$ cat config.mk
export PLATFORM = sky130hd
export DESIGN_NAME = debug_ctrl
export DESIGN_NICKNAME = d
export VERILOG_FILES = /design/src/hdl/soc_pkg.sv /design/src/hdl/debug_ctrl.sv
export SDC_FILE = /design/constraint.sdc
export NUM_CORES = 1
export LEC_CHECK = 0
export BUFFER_PORTS_ARGS = -buffer_cell sky130_fd_sc_hd__buf_4
export CAP_MARGIN = 20
export CORE_AREA = 8 8 45 47
export CTS_CLUSTER_DIAMETER = 150
export DETAILED_ROUTE_END_ITERATION = 6
export DIE_AREA = 0 0 53 55
export PLACE_DENSITY_LB_ADDON = 0.05
export REMOVE_ABC_BUFFERS = 1
export SLEW_MARGIN = 20
export SYNTH_ARGS = -nofsm -noshare
export SYNTH_HDL_FRONTEND = slang
export SYNTH_SLANG_ARGS = --single-unit
$ cat constraint.sdc
create_clock -name clk_i -period 2.2 [get_ports clk_i]
set_input_delay 0.22 -clock clk_i [delete_from_list [all_inputs] [get_ports clk_i]]
set_output_delay 0.22 -clock clk_i [all_outputs]
set_load 0.03 [all_outputs]
$ cat src/hdl/soc_pkg.sv
/*
 * Shared widths, address map and boot image of the memory subsystem,
 * slave enumeration and the request/response structs
 */
`default_nettype none

package soc_pkg;

  localparam int unsigned ADDR_WIDTH = 32;
  localparam int unsigned DATA_WIDTH = 64;
  localparam int unsigned BE_WIDTH   = DATA_WIDTH / 8;
  localparam int unsigned BYTE_OFFSET = $clog2(BE_WIDTH);

  // ----------------------------------------------------------
  // Address map
  // ----------------------------------------------------------
  localparam logic [ADDR_WIDTH-1:0] ROM_BASE    = 32'h0001_0000;
  localparam logic [ADDR_WIDTH-1:0] ROM_LENGTH  = 32'h0000_1000;
  localparam logic [ADDR_WIDTH-1:0] STUB_BASE   = 32'h4000_0000;
  localparam logic [ADDR_WIDTH-1:0] STUB_LENGTH = 32'h0000_1000;
  localparam logic [ADDR_WIDTH-1:0] SRAM_BASE   = 32'h8000_0000;
  localparam logic [ADDR_WIDTH-1:0] SRAM_LENGTH = 32'h0000_2000;

  localparam int unsigned SRAM_WORDS     = SRAM_LENGTH / BE_WIDTH;
  localparam int unsigned SRAM_IDX_WIDTH = $clog2(SRAM_WORDS);
  localparam int unsigned ROM_WORDS      = 8;
  localparam int unsigned ROM_SEL_WIDTH  = $clog2(ROM_WORDS);
  // Word index over the whole ROM window, wider than the image
  localparam int unsigned ROM_IDX_WIDTH  = $clog2(ROM_LENGTH / BE_WIDTH);

  localparam int unsigned DEBUG_DELAY_CYCLES = 500;
  localparam int unsigned DEBUG_CNT_WIDTH    = $clog2(DEBUG_DELAY_CYCLES + 1);

  localparam logic [DATA_WIDTH-1:0] STUB_RDATA = 64'h0000_0000_dead_beef;

  typedef enum logic [1:0] {
    SLV_ROM  = 2'd0,
    SLV_SRAM = 2'd1,
    SLV_STUB = 2'd2,
    SLV_NONE = 2'd3
  } slave_e;

  typedef struct packed {
    logic                  we;
    logic [ADDR_WIDTH-1:0] addr;
    logic [BE_WIDTH-1:0]   be;
    logic [DATA_WIDTH-1:0] wdata;
  } mem_req_t;

  typedef struct packed {
    logic                  err;
    logic [DATA_WIDTH-1:0] rdata;
  } mem_rsp_t;

  typedef struct packed {
    slave_e                slave;
    logic [ADDR_WIDTH-1:0] base;
    logic [ADDR_WIDTH-1:0] length;
  } addr_rule_t;

  localparam int unsigned NUM_RULES = 3;

  // First matching rule wins
  localparam addr_rule_t ADDR_MAP [NUM_RULES] = '{
    '{slave: SLV_ROM,  base: ROM_BASE,  length: ROM_LENGTH},
    '{slave: SLV_SRAM, base: SRAM_BASE, length: SRAM_LENGTH},
    '{slave: SLV_STUB, base: STUB_BASE, length: STUB_LENGTH}
  };

  // Boot code, jumps to the start of main memory
  localparam logic [DATA_WIDTH-1:0] BOOT_IMAGE [ROM_WORDS] = '{
    64'h0010_0293_f140_2573,
    64'h01f2_9293_0000_0597,
    64'h0002_8067_0405_8593,
    64'h1050_0073_0000_0013,
    64'h0000_0000_ffdf_f06f,
    64'h8000_0000_0000_0000,
    64'h0000_0001_0000_1000,
    64'hc0ff_ee00_5eed_0001
  };

endpackage

`default_nettype wire
$ cat src/hdl/debug_ctrl.sv
/*
 * Memory-side reset generator and post-reset debug request gate
 */
`timescale 1ns/1ps
`default_nettype none

module debug_ctrl (
  input  logic clk_i,
  input  logic rst_ni,
  input  logic ndmreset_i,
  input  logic debug_req_i,
  output logic mem_rst_no,
  output logic debug_req_o
);

  import soc_pkg::*;

  logic                       comb_rst_n;
  logic [1:0]                 sync_q;
  logic [DEBUG_CNT_WIDTH-1:0] del_cnt_q;

  // ----------------------------------------------------------
  // Reset synchronizer
  // ----------------------------------------------------------
  // Asserts at once, releases on the second edge
  assign comb_rst_n = rst_ni & ~ndmreset_i;

  always_ff @(posedge clk_i or negedge comb_rst_n) begin
    if (!comb_rst_n) begin
      sync_q <= 2'b00;
    end else begin
      sync_q <= {sync_q[0], 1'b1};
    end
  end

  assign mem_rst_no = sync_q[1];

  // ----------------------------------------------------------
  // Debug request gate
  // ----------------------------------------------------------
  // Gives boot code time to run before the first debug request
  always_ff @(posedge clk_i or negedge rst_ni) begin
    if (!rst_ni) begin
      del_cnt_q <= DEBUG_CNT_WIDTH'(DEBUG_DELAY_CYCLES);
    end else if (del_cnt_q != '0) begin
      del_cnt_q <= del_cnt_q - 1'b1;
    end
  end

  assign debug_req_o = (del_cnt_q == '0) ? debug_req_i : 1'b0;

endmodule

`default_nettype wire

==> run_results.csv, run 1 <==
group,metric,value,unit
status,status,"complete, no violations",
critical_path,crit_buf_inv,1,
placement,place_area,569,um^2
clock_tree,cts.sinks,11,
synth,avgSynthCellArea,11.7,um^2
routing,drtPass1Iterations,4,
critical_path,startpoint,"del_cnt_q[3]",
grt,grt_usage,7.35,%
timing,rsz0062_at_grt,"no",
pwr,powerDensity,587,nW/um^2
final_layout,fill_cells,138,
clock_tree,ctsResizeCount,0,
critical_path,rr_worst_depth,4,
synth,yosysWarnings,0,
routing,antenna_left,0,
timing,whs,0.296,ns
critical_path,reg2reg_from,"del_cnt_q[3]",
grt,grt_max_degree,11,
routing,finalWirelength,830,um
critical_path,crit_slowest_cell,"or4_4",
final_layout,nNetsFinal,61,
critical_path,setup.worst_path.end,"debug_req_o",
routing,drc,0,
synth,syn_inst,43,
timing,min_period_over_period,93.2,%
grt,grt_pass1_vias,372,
timing,final_max_slew_viol_count,0,
die,start_util,36.4,%
grt,antenna_found_initial,0,
final_layout,syn_to_final_growth,22.1,%
timing,fin_setup_tns,0,ns
routing,routedWlPerCell,11.7,um
routing,drt_iter0_markers,5,
die,core,1380,um^2
synth,syn_area,504,um^2
placement,hpwl,644,um
critical_path,critPathRequiredTime,1.98,ns
routing,route.vias.total,358,
clock_tree,clk_latency,0.27,ns
critical_path,startpoint_type,"flip-flop",
synth,ys_seq_area_share,56.1,%
clock_tree,htree_levels,1,
grt,grt_pass1_wl,1510,um
critical_path,crit_type,"flip-flop to output pin",
final_layout,fin_util,44.5,%
die,die_area,2920,um^2
timing,hold_viol,0,
clock_tree,path_clk_slew,0.07,ns
synth,netlist.area_leader.share,31.3,%
timing,finalClockSkew,0.00458,ns
critical_path,rrSetupSlack,0.55,ns
routing,viasPerCell,5.04,
die,io_pins,6,
synth,synth_area_leaders,"dfstp_2, dfrtp_1, o21ai_0",
synth,synth_ff_type,"dfstp_2",
timing,min_period,2.05,ns
clock_tree,cts_made_buffers,3,
critical_path,cpLargestDelayFamily,"simple AND/OR/NAND/NOR gates",
pwr,ir_drop,0.000358,V
critical_path,crit_chain,"or4_4, nor4_4, and2_2, buf_4",
grt,overflow,0,
pwr,total_power,0.361,mW
die,die_h,55,um
clock_tree,cts_root_buf,"clkbuf_4",
final_layout,stdcell_area,616,um^2
job,maxCapViolCount,0,
pwr,leakage,0.286,nW
clock_tree,cts_tree,"done",
synth,post-synth-top-area-cell,"dfstp_2",
critical_path,cp_data_arrival_time,1.83,ns
critical_path,max_stage_delay,0.59,ns
final_layout,drive_above_1_share,40.0,%
placement,place_congestion,0.682,
timing,max_freq,488,MHz
final_layout,n_antenna_cell,0,
clock_tree,post_cts_buffers,0,
clock_tree,cts_buffer_depth,2,
synth,synth-async-reset-ratio,100,%
placement,io_buffers,5,
synth,synth_seq_cells,11,
critical_path,cp_max_fo,5,
synth,synth_common_cells,"dfstp_2, o21ai_0, dfrtp_1",
clock_tree,cts_hold_buffers,2,
critical_path,worstReg2RegEnd,"del_cnt_q[1]",
die,num_rows,14,
hold_path,hold_path_class,"input port to async pin",
die,die_w,53,um
critical_path,cp-end-kind,"output pin",
synth,synth-edff-count,0,
timing,report.final.setup_viol,0,
critical_path,crit_cells,4,
synth,synthDistinctLibCells,22,
## stage by stage
step	setup WS [ns]	cells
floorplan	0.417	43
global placement	0.451	65
detailed placement	0.437	65
CTS	0.120	71
global route	0.0633	71
finish	0.149	71
## logic make-up (layout without fill, tap and decap cells)
group                      Yosys count  after routing  synth area share, %
and+or+nand+nor                     15             15                 20.8
DFF                                 11             11                 56.1
AOI/OAI and AO/OA                   10             10                 12.4
muxes                                2              2                 4.22
buffers and inverters                2             14                 1.49
adders and majority gates            1              1                 2.48
other                                1              1                0.744
xor gates and xnor gates             1              1                 1.74
## sequential cells by signal (all words and copies together), names as in the netlist
register / flops
del_cnt_q: 9
sync_q: 2
## area by class of cell
type                    instances  area, um^2  share of cell area [%]
clock buffers                   4        26.3                    4.27
inverters                       2        7.51                    1.22
repair buffers                  8        65.1                    10.6
flip-flops and latches         11         283                    45.9
well taps                      16        20.0                    3.25
multi-input cells              30         214                    34.8
## where the power goes
group / switching, mW / internal (mW) / total, mW
sequential: 0.000490 / 0.205 / 0.205
combinational: 0.00982 / 0.00914 / 0.0190
clock: 0.0667 / 0.0703 / 0.137
## worst min-delay path by stage
stage / to / cells after the start
finish: del_cnt_q[1] / 2
global route: del_cnt_q[1] / 2
CTS: del_cnt_q[1] / 2
detailed placement: del_cnt_q[1] / 1
global placement: del_cnt_q[0] / 1
floorplan: del_cnt_q[0] / 0
## metal layers
| metal | vias up | wire length, um | global-route usage [%] | part of all wire, % |
|---|---|---|---|---|
| met4 | 0 | 25 | 6.47 | 3.0 |
| met1 | 176 | 406 | 8.78 | 49 |
| met5 | - | 0 | 0 | 0 |
| met2 | 7 | 367 | 9.77 | 44 |
| met3 | 2 | 31 | 3.21 | 3.7 |
| li1 | 173 | - | - | - |
## cell usage in the layout, fill, tap and decap left out, types with 2 or more instances in the layout
cell type and instances:
inv_1 2, dfrtp_1 5, nand2b_1 2, o21ai_0 6, dfstp_2 6, o31ai_1 2, or3_1 2, or2_2 2
nor3_1 2, buf_4 6, clkbuf_4 3, nor2_1 2, dlygate4sd3_1 2
Power figures use the tool's default switching activity.
==> inputs of run 2 (changes only) <==
CORE_AREA = 2 2 39 41   (was 8 8 45 47)
DIE_AREA = 0 0 41 43   (was 0 0 53 55)
==> run 2 against run 1 <==
  * Register-to-register slack about the same
  * Sequential share of layout area is the same
  * Die area shrank 40%
  * Flip-flop and latch count unchanged
  * Clock skew down 0.0043 ns
  * Global-route usage up 4.8 points
  * Final cell count unchanged
  * Design area unchanged
  * Clock-buffer cell count unchanged
  * Power decreased by 1.3%
  * Core utilization is the same
  * Non-clock buffer count did not move
  * Critical endpoint unchanged
  * Largest cell class unchanged
==> run_results.csv, run 2 (synthesis results as in run 1) <==
group,metric,value,unit
hold_path,hold_path_class,"input port to async pin",
clock_tree,clk_latency,0.26,ns
clock_tree,ctsResizeCount,0,
die,io_pins,6,
final_layout,layout_common_cells,"o21ai_0, dfstp_2, buf_4",
critical_path,startpoint_type,"flip-flop",
job,maxCapViolCount,0,
routing,viasPerCell,5.03,
placement,io_buffers,5,
clock_tree,cts.sinks,11,
grt,overflow,0,
clock_tree,cts_buffer_depth,2,
routing,drt_iter0_markers,10,
timing,final_max_slew_viol_count,0,
grt,antenna_found_initial,0,
status,status,"complete, no violations",
grt,grt_usage,12.2,%
critical_path,worstReg2RegEnd,"del_cnt_q[1]",
placement,hpwl,607,um
clock_tree,cts_hold_buffers,2,
die,num_rows,14,
pwr,ir_drop,0.000352,V
clock_tree,post_cts_buffers,0,
timing,rsz0062_at_grt,"no",
timing,min_period_over_period,92.2,%
timing,hold_viol,0,
clock_tree,cts_made_buffers,3,
grt,grt_pass1_wl,1390,um
final_layout,largest_reg_flops,9,
pwr,leakage,0.286,nW
clock_tree,path_clk_slew,0.07,ns
final_layout,top_regs,"del_cnt_q x9, sync_q x2",
timing,finalWorstSetupSlack,0.171,ns
timing,finalClockSkew,0.000257,ns
critical_path,rr_worst_depth,4,
timing,min_period,2.03,ns
die,die_w,41,um
critical_path,crit_type,"flip-flop to output pin",
placement,pre_cts_ws,0.444,ns
critical_path,cp_data_arrival_time,1.81,ns
critical_path,max_stage_delay,0.59,ns
grt,grt_max_degree,11,
die,die_h,43,um
critical_path,cp_max_fo,5,
critical_path,rrSetupSlack,0.56,ns
final_layout,max_flop_register,"del_cnt_q",
final_layout,stdcell_area,616,um^2
die,core,1380,um^2
routing,route.vias.total,357,
critical_path,reg2reg_from,"del_cnt_q[3]",
grt,grt_pass1_vias,336,
final_layout,syn_to_final_growth,22.1,%
final_layout,drive_above_1_share,40.0,%
timing,max_freq,493,MHz
routing,antenna_left,0,
die,start_util,36.4,%
final_layout,nNetsFinal,61,
clock_tree,cts_tree,"done",
routing,drtPass1Iterations,4,
final_layout,n_antenna_cell,0,
clock_tree,htree_levels,1,
timing,whs,0.319,ns
critical_path,critPathRequiredTime,1.98,ns
critical_path,crit_slowest_cell,"or4_4",
placement,place_area,569,um^2
routing,routedWlPerCell,11.0,um
routing,drc,0,
critical_path,cp-end-kind,"output pin",
timing,report.final.setup_viol,0,
routing,finalWirelength,783,um
critical_path,cpLargestDelayFamily,"simple AND/OR/NAND/NOR gates",
critical_path,crit_chain,"or4_4, nor4_4, and2_2, buf_4",
clock_tree,cts_root_buf,"clkbuf_4",
die,die_area,1760,um^2
critical_path,crit_buf_inv,1,
pwr,powerDensity,579,nW/um^2
placement,place_congestion,0.759,
timing,fin_setup_tns,0,ns
## run 2: cell counts in the layout (fill, tap and decap cells not counted)
Identical to the previous run, type by type.
## run 2: worst max path at each step
stage               cells past startpoint  slack, ns           to    startpoint
global placement                        4       0.45  debug_req_o  del_cnt_q[3]
floorplan                               3       0.42  debug_req_o  del_cnt_q[3]
CTS                                     4       0.14  debug_req_o  del_cnt_q[3]
global route                            4       0.05  debug_req_o  del_cnt_q[3]
detailed placement                      4       0.44  debug_req_o  del_cnt_q[3]
finish                                  4       0.17  debug_req_o  del_cnt_q[3]
## run 2: per-stage QoR
step | utilization (%) | power (mW) | std cells
5_1_grt | 44.5 | 0.376 | 71
6_report | 44.5 | 0.356 | 71
3_5_place_dp | 41.1 | 0.225 | 65
2_1_floorplan | - | 0.214 | 43
3_3_place_gp | 41.1 | 0.225 | 65
4_1_cts | 44.5 | 0.363 | 71
## run 2: power breakdown
group          switching, mW  internal [mW]
clock                 0.0626         0.0700
sequential          0.000416          0.205
combinational        0.00962        0.00913
## run 2: cell type report
type	instances	area [um^2]
Sequential cell	11	283
Fill cell	147	768
Clock buffer	4	26.3
Timing Repair Buffer	8	65.1
Multi-Input combinational cell	30	214
Tap cell	16	20.0
Inverter	2	7.51
## run 2: routing by layer
layer	share of wire, %	vias up	track usage (%)
met5	0	-	0
met4	0.64	0	8.00
met3	3.4	2	4.71
met2	48	5	15.9
met1	48	176	16.0
li1	-	174	-
## run 2: worst register-to-register path, cell delays in order, from the launching register on
cell     delay, ns
dfrtp_1       0.41
or4_4         0.59
nor4_4        0.23
buf_4         0.18
mux2i_1       0.17
==> inputs of run 3 (changes only) <==
ABC_AREA = 1   (was unset)
clock period = 1.8 ns   (was 2.2 ns; I/O delays follow)
==> run 3 against run 2 <==
  * Final cell count grew 48%
  * Design area grew 16%
  * Sequential share of layout area shrank 6.3 points
  * Setup slack lost 0.048 ns
  * Critical endpoint unchanged
  * Power grew 26%
  * Sequential power grew 22%
  * Wire length grew 36%
  * Non-clock buffer count grew 4
  * Combinational power grew 25%
  * Highest routed layer unchanged
  * Clock-buffer cell count is the same
==> run_results.csv, run 3 <==
group,metric,value,unit
final_layout,top_regs,"del_cnt_q x9, sync_q x2",
synth,synth-simple-area-share,30.3,%
critical_path,cp-end-kind,"output pin",
timing,report.final.setup_viol,0,
grt,overflow,0,
timing,final_max_slew_viol_count,0,
final_layout,fill_cells,142,
placement,io_buffers,5,
grt,grt_pass1_wl,1750,um
critical_path,rrSetupSlack,0.44,ns
hold_path,hold_path_class,"input port to async pin",
critical_path,cpLargestDelayFamily,"flip-flops",
clock_tree,cts_tree,"done",
routing,drc,0,
synth,synth_xor_area_share,1.54,%
die,start_util,41.1,%
die,io_pins,6,
placement,place_congestion,0.744,
critical_path,critPathRequiredTime,1.62,ns
die,die_w,41,um
critical_path,startpoint_type,"flip-flop",
timing,min_period,1.68,ns
timing,whs,0.259,ns
synth,yosysWarnings,0,
timing,rsz0062_at_grt,"no",
critical_path,crit_chain,"inv_2, ha_2, nand2_2, nor2_4, nand2_4, nor2_1, buf_4",
routing,viasPerCell,4.51,
pwr,powerDensity,628,nW/um^2
synth,synth_compound_area_share,4.18,%
final_layout,n_antenna_cell,0,
die,core,1380,um^2
timing,max_freq,596,MHz
routing,route.vias.total,474,
die,die_area,1760,um^2
final_layout,drive_above_1_share,32.6,%
routing,antenna_left,0,
final_layout,largest_reg_flops,9,
timing,min_period_over_period,93.2,%
critical_path,crit_slowest_cell,"dfrtp_1",
synth,synth-async-reset-ratio,100,%
synth,synthDistinctLibCells,20,
pwr,leakage,0.399,nW
final_layout,post_layout_nonfiller_instances,105,
job,maxCapViolCount,0,
critical_path,max_stage_delay,0.40,ns
grt,grt_pass1_vias,447,
placement,dp_cells,94,
synth,syn_area,569,um^2
synth,synth_seq_cells,11,
critical_path,crit_buf_inv,2,
routing,routedWlPerCell,10.2,um
clock_tree,htree_levels,1,
synth,syn_inst,73,
timing,finalWorstSetupSlack,0.123,ns
clock_tree,cts_root_buf,"clkbuf_4",
timing,fin_setup_tns,0,ns
clock_tree,cts_buffer_depth,2,
grt,grt_max_degree,11,
synth,synth_area_leaders,"dfstp_2, dfrtp_1, nand2_1",
critical_path,cp_max_fo,6,
final_layout,syn_to_final_growth,25.3,%
synth,ys_seq_area_share,49.7,%
critical_path,cp_data_arrival_time,1.50,ns
routing,drtPass1Iterations,4,
final_layout,final_common_cell,"nand2_1",
pwr,ir_drop,0.000372,V
grt,antenna_found_initial,0,
critical_path,crit_type,"flip-flop to output pin",
timing,finalClockSkew,0.00803,ns
synth,avgSynthCellArea,7.80,um^2
synth,synth_top_family_by_area,"simple AND/OR/NAND/NOR gates",
synth,synth_ff_type,"dfstp_2",
clock_tree,cts_made_buffers,3,
die,num_rows,14,
final_layout,max_flop_register,"del_cnt_q",
die,die_h,43,um
placement,hpwl,722,um
status,status,"complete, no violations",
final_layout,layout_common_cells,"nand2_1, inv_1, nor2_1, buf_4, dfstp_2",
synth,synthMuxAreaShare,0,%
clock_tree,clk_latency,0.28,ns
routing,drt_iter0_markers,6,
synth,synth_common_cells,"nand2_1, inv_1, nor2_1, dfstp_2, dfrtp_1",
grt,grt_usage,15.4,%
clock_tree,cts.sinks,11,
synth,synthMostInstantiatedCell,"nand2_1",
synth,netlist.area_leader.share,27.7,%
synth,synth_adder_area_share,2.20,%
routing,finalWirelength,1070,um
pwr,total_power,0.448,mW
timing,hold_viol,0,
synth,synth-edff-count,0,
synth,post-synth-top-area-cell,"dfstp_2",
placement,pre_cts_ws,0.282,ns
final_layout,nNetsFinal,95,
clock_tree,path_clk_slew,0.08,ns
-- run 3: cell types whose count changed after synthesis, sizes merged, moves of 2 or more --
cell	change
o31ai	-2
nand2	+19
nor3	-2
nor2	+10
nand3	+4
nand2b	-2
inv	+14
or3	-2
o21ai	-3
-- run 3: cells by family (layout without fill, tap and decap cells) --
| kind of cell | after synthesis | count (layout) |
|---|---|---|
| compound gates | 4 | 4 |
| xor+xnor | 1 | 1 |
| fa+ha+maj | 1 | 1 |
| buf+inv | 17 | 33 |
| flops | 11 | 11 |
| other cells | 1 | 1 |
| simple gates | 38 | 38 |
-- run 3: layout make-up --
type | instances | area, um^2 | area share (%)
Inverter | 17 | 65.1 | 9.12
Clock buffer | 4 | 26.3 | 3.68
Multi-Input combinational cell | 45 | 224 | 31.4
Sequential cell | 11 | 283 | 39.6
Timing Repair Buffer | 12 | 95.1 | 13.3
Tap cell | 16 | 20.0 | 2.81
-- run 3: worst paths after layout --
path | startpoint | end | depth (start not counted)
worst min register to register | sync_q[0] | sync_q[1] | 0
min in group clk_i | sync_q[0] | sync_q[1] | 0
worst min-delay path | rst_ni | del_cnt_q[1] | 2
worst max-delay path | del_cnt_q[0] | debug_req_o | 7
max in group asynchronous | rst_ni | sync_q[1] | 4
worst max register to register | del_cnt_q[0] | del_cnt_q[3] | 8
-- run 3: repair_timing --
item	CTS	global route
hold buffers	2	0
gates resized for setup	1	2
setup buffers	1	4
gates cloned	0	0
setup endpoints to repair	1	1
hold endpoints to repair	11	0
-- run 3: layer usage --
layer / routed length (um) / global-route usage (%) / vias up
met2: 522 / 22.2 / 10
met4: 35 / 10.0 / 0
met5: 0 / 0 / -
li1: - / - / 244
met3: 51 / 4.71 / 5
met1: 458 / 18.9 / 215
-- run 3: per-stage QoR --
step                      cell area, um^2  utilization, %
final                                 713            51.5
after global routing                  713            51.5
after CTS                             683            49.4
after detailed placement              627            45.3
after global placement                627            45.3
after floorplan                       569               -
-- run 3: worst reg2reg max path: cells and delay by family (launching register included) --
kind | cells | cell delay (ns)
AO/OA/AOI/OAI | 1 | 0.08
adder cells (fa/ha/maj) | 1 | 0.18
buffers and inverters | 3 | 0.29
flip-flops | 1 | 0.40
AND/OR/NAND/NOR | 3 | 0.30
-- run 3: where the power goes --
| group | internal [mW] | switching, mW | total (mW) |
|---|---|---|---|
| Clock | 0.0860 | 0.0879 | 0.174 |
| Combinational | 0.0107 | 0.0127 | 0.0235 |
| Sequential | 0.250 | 0.000697 | 0.251 |
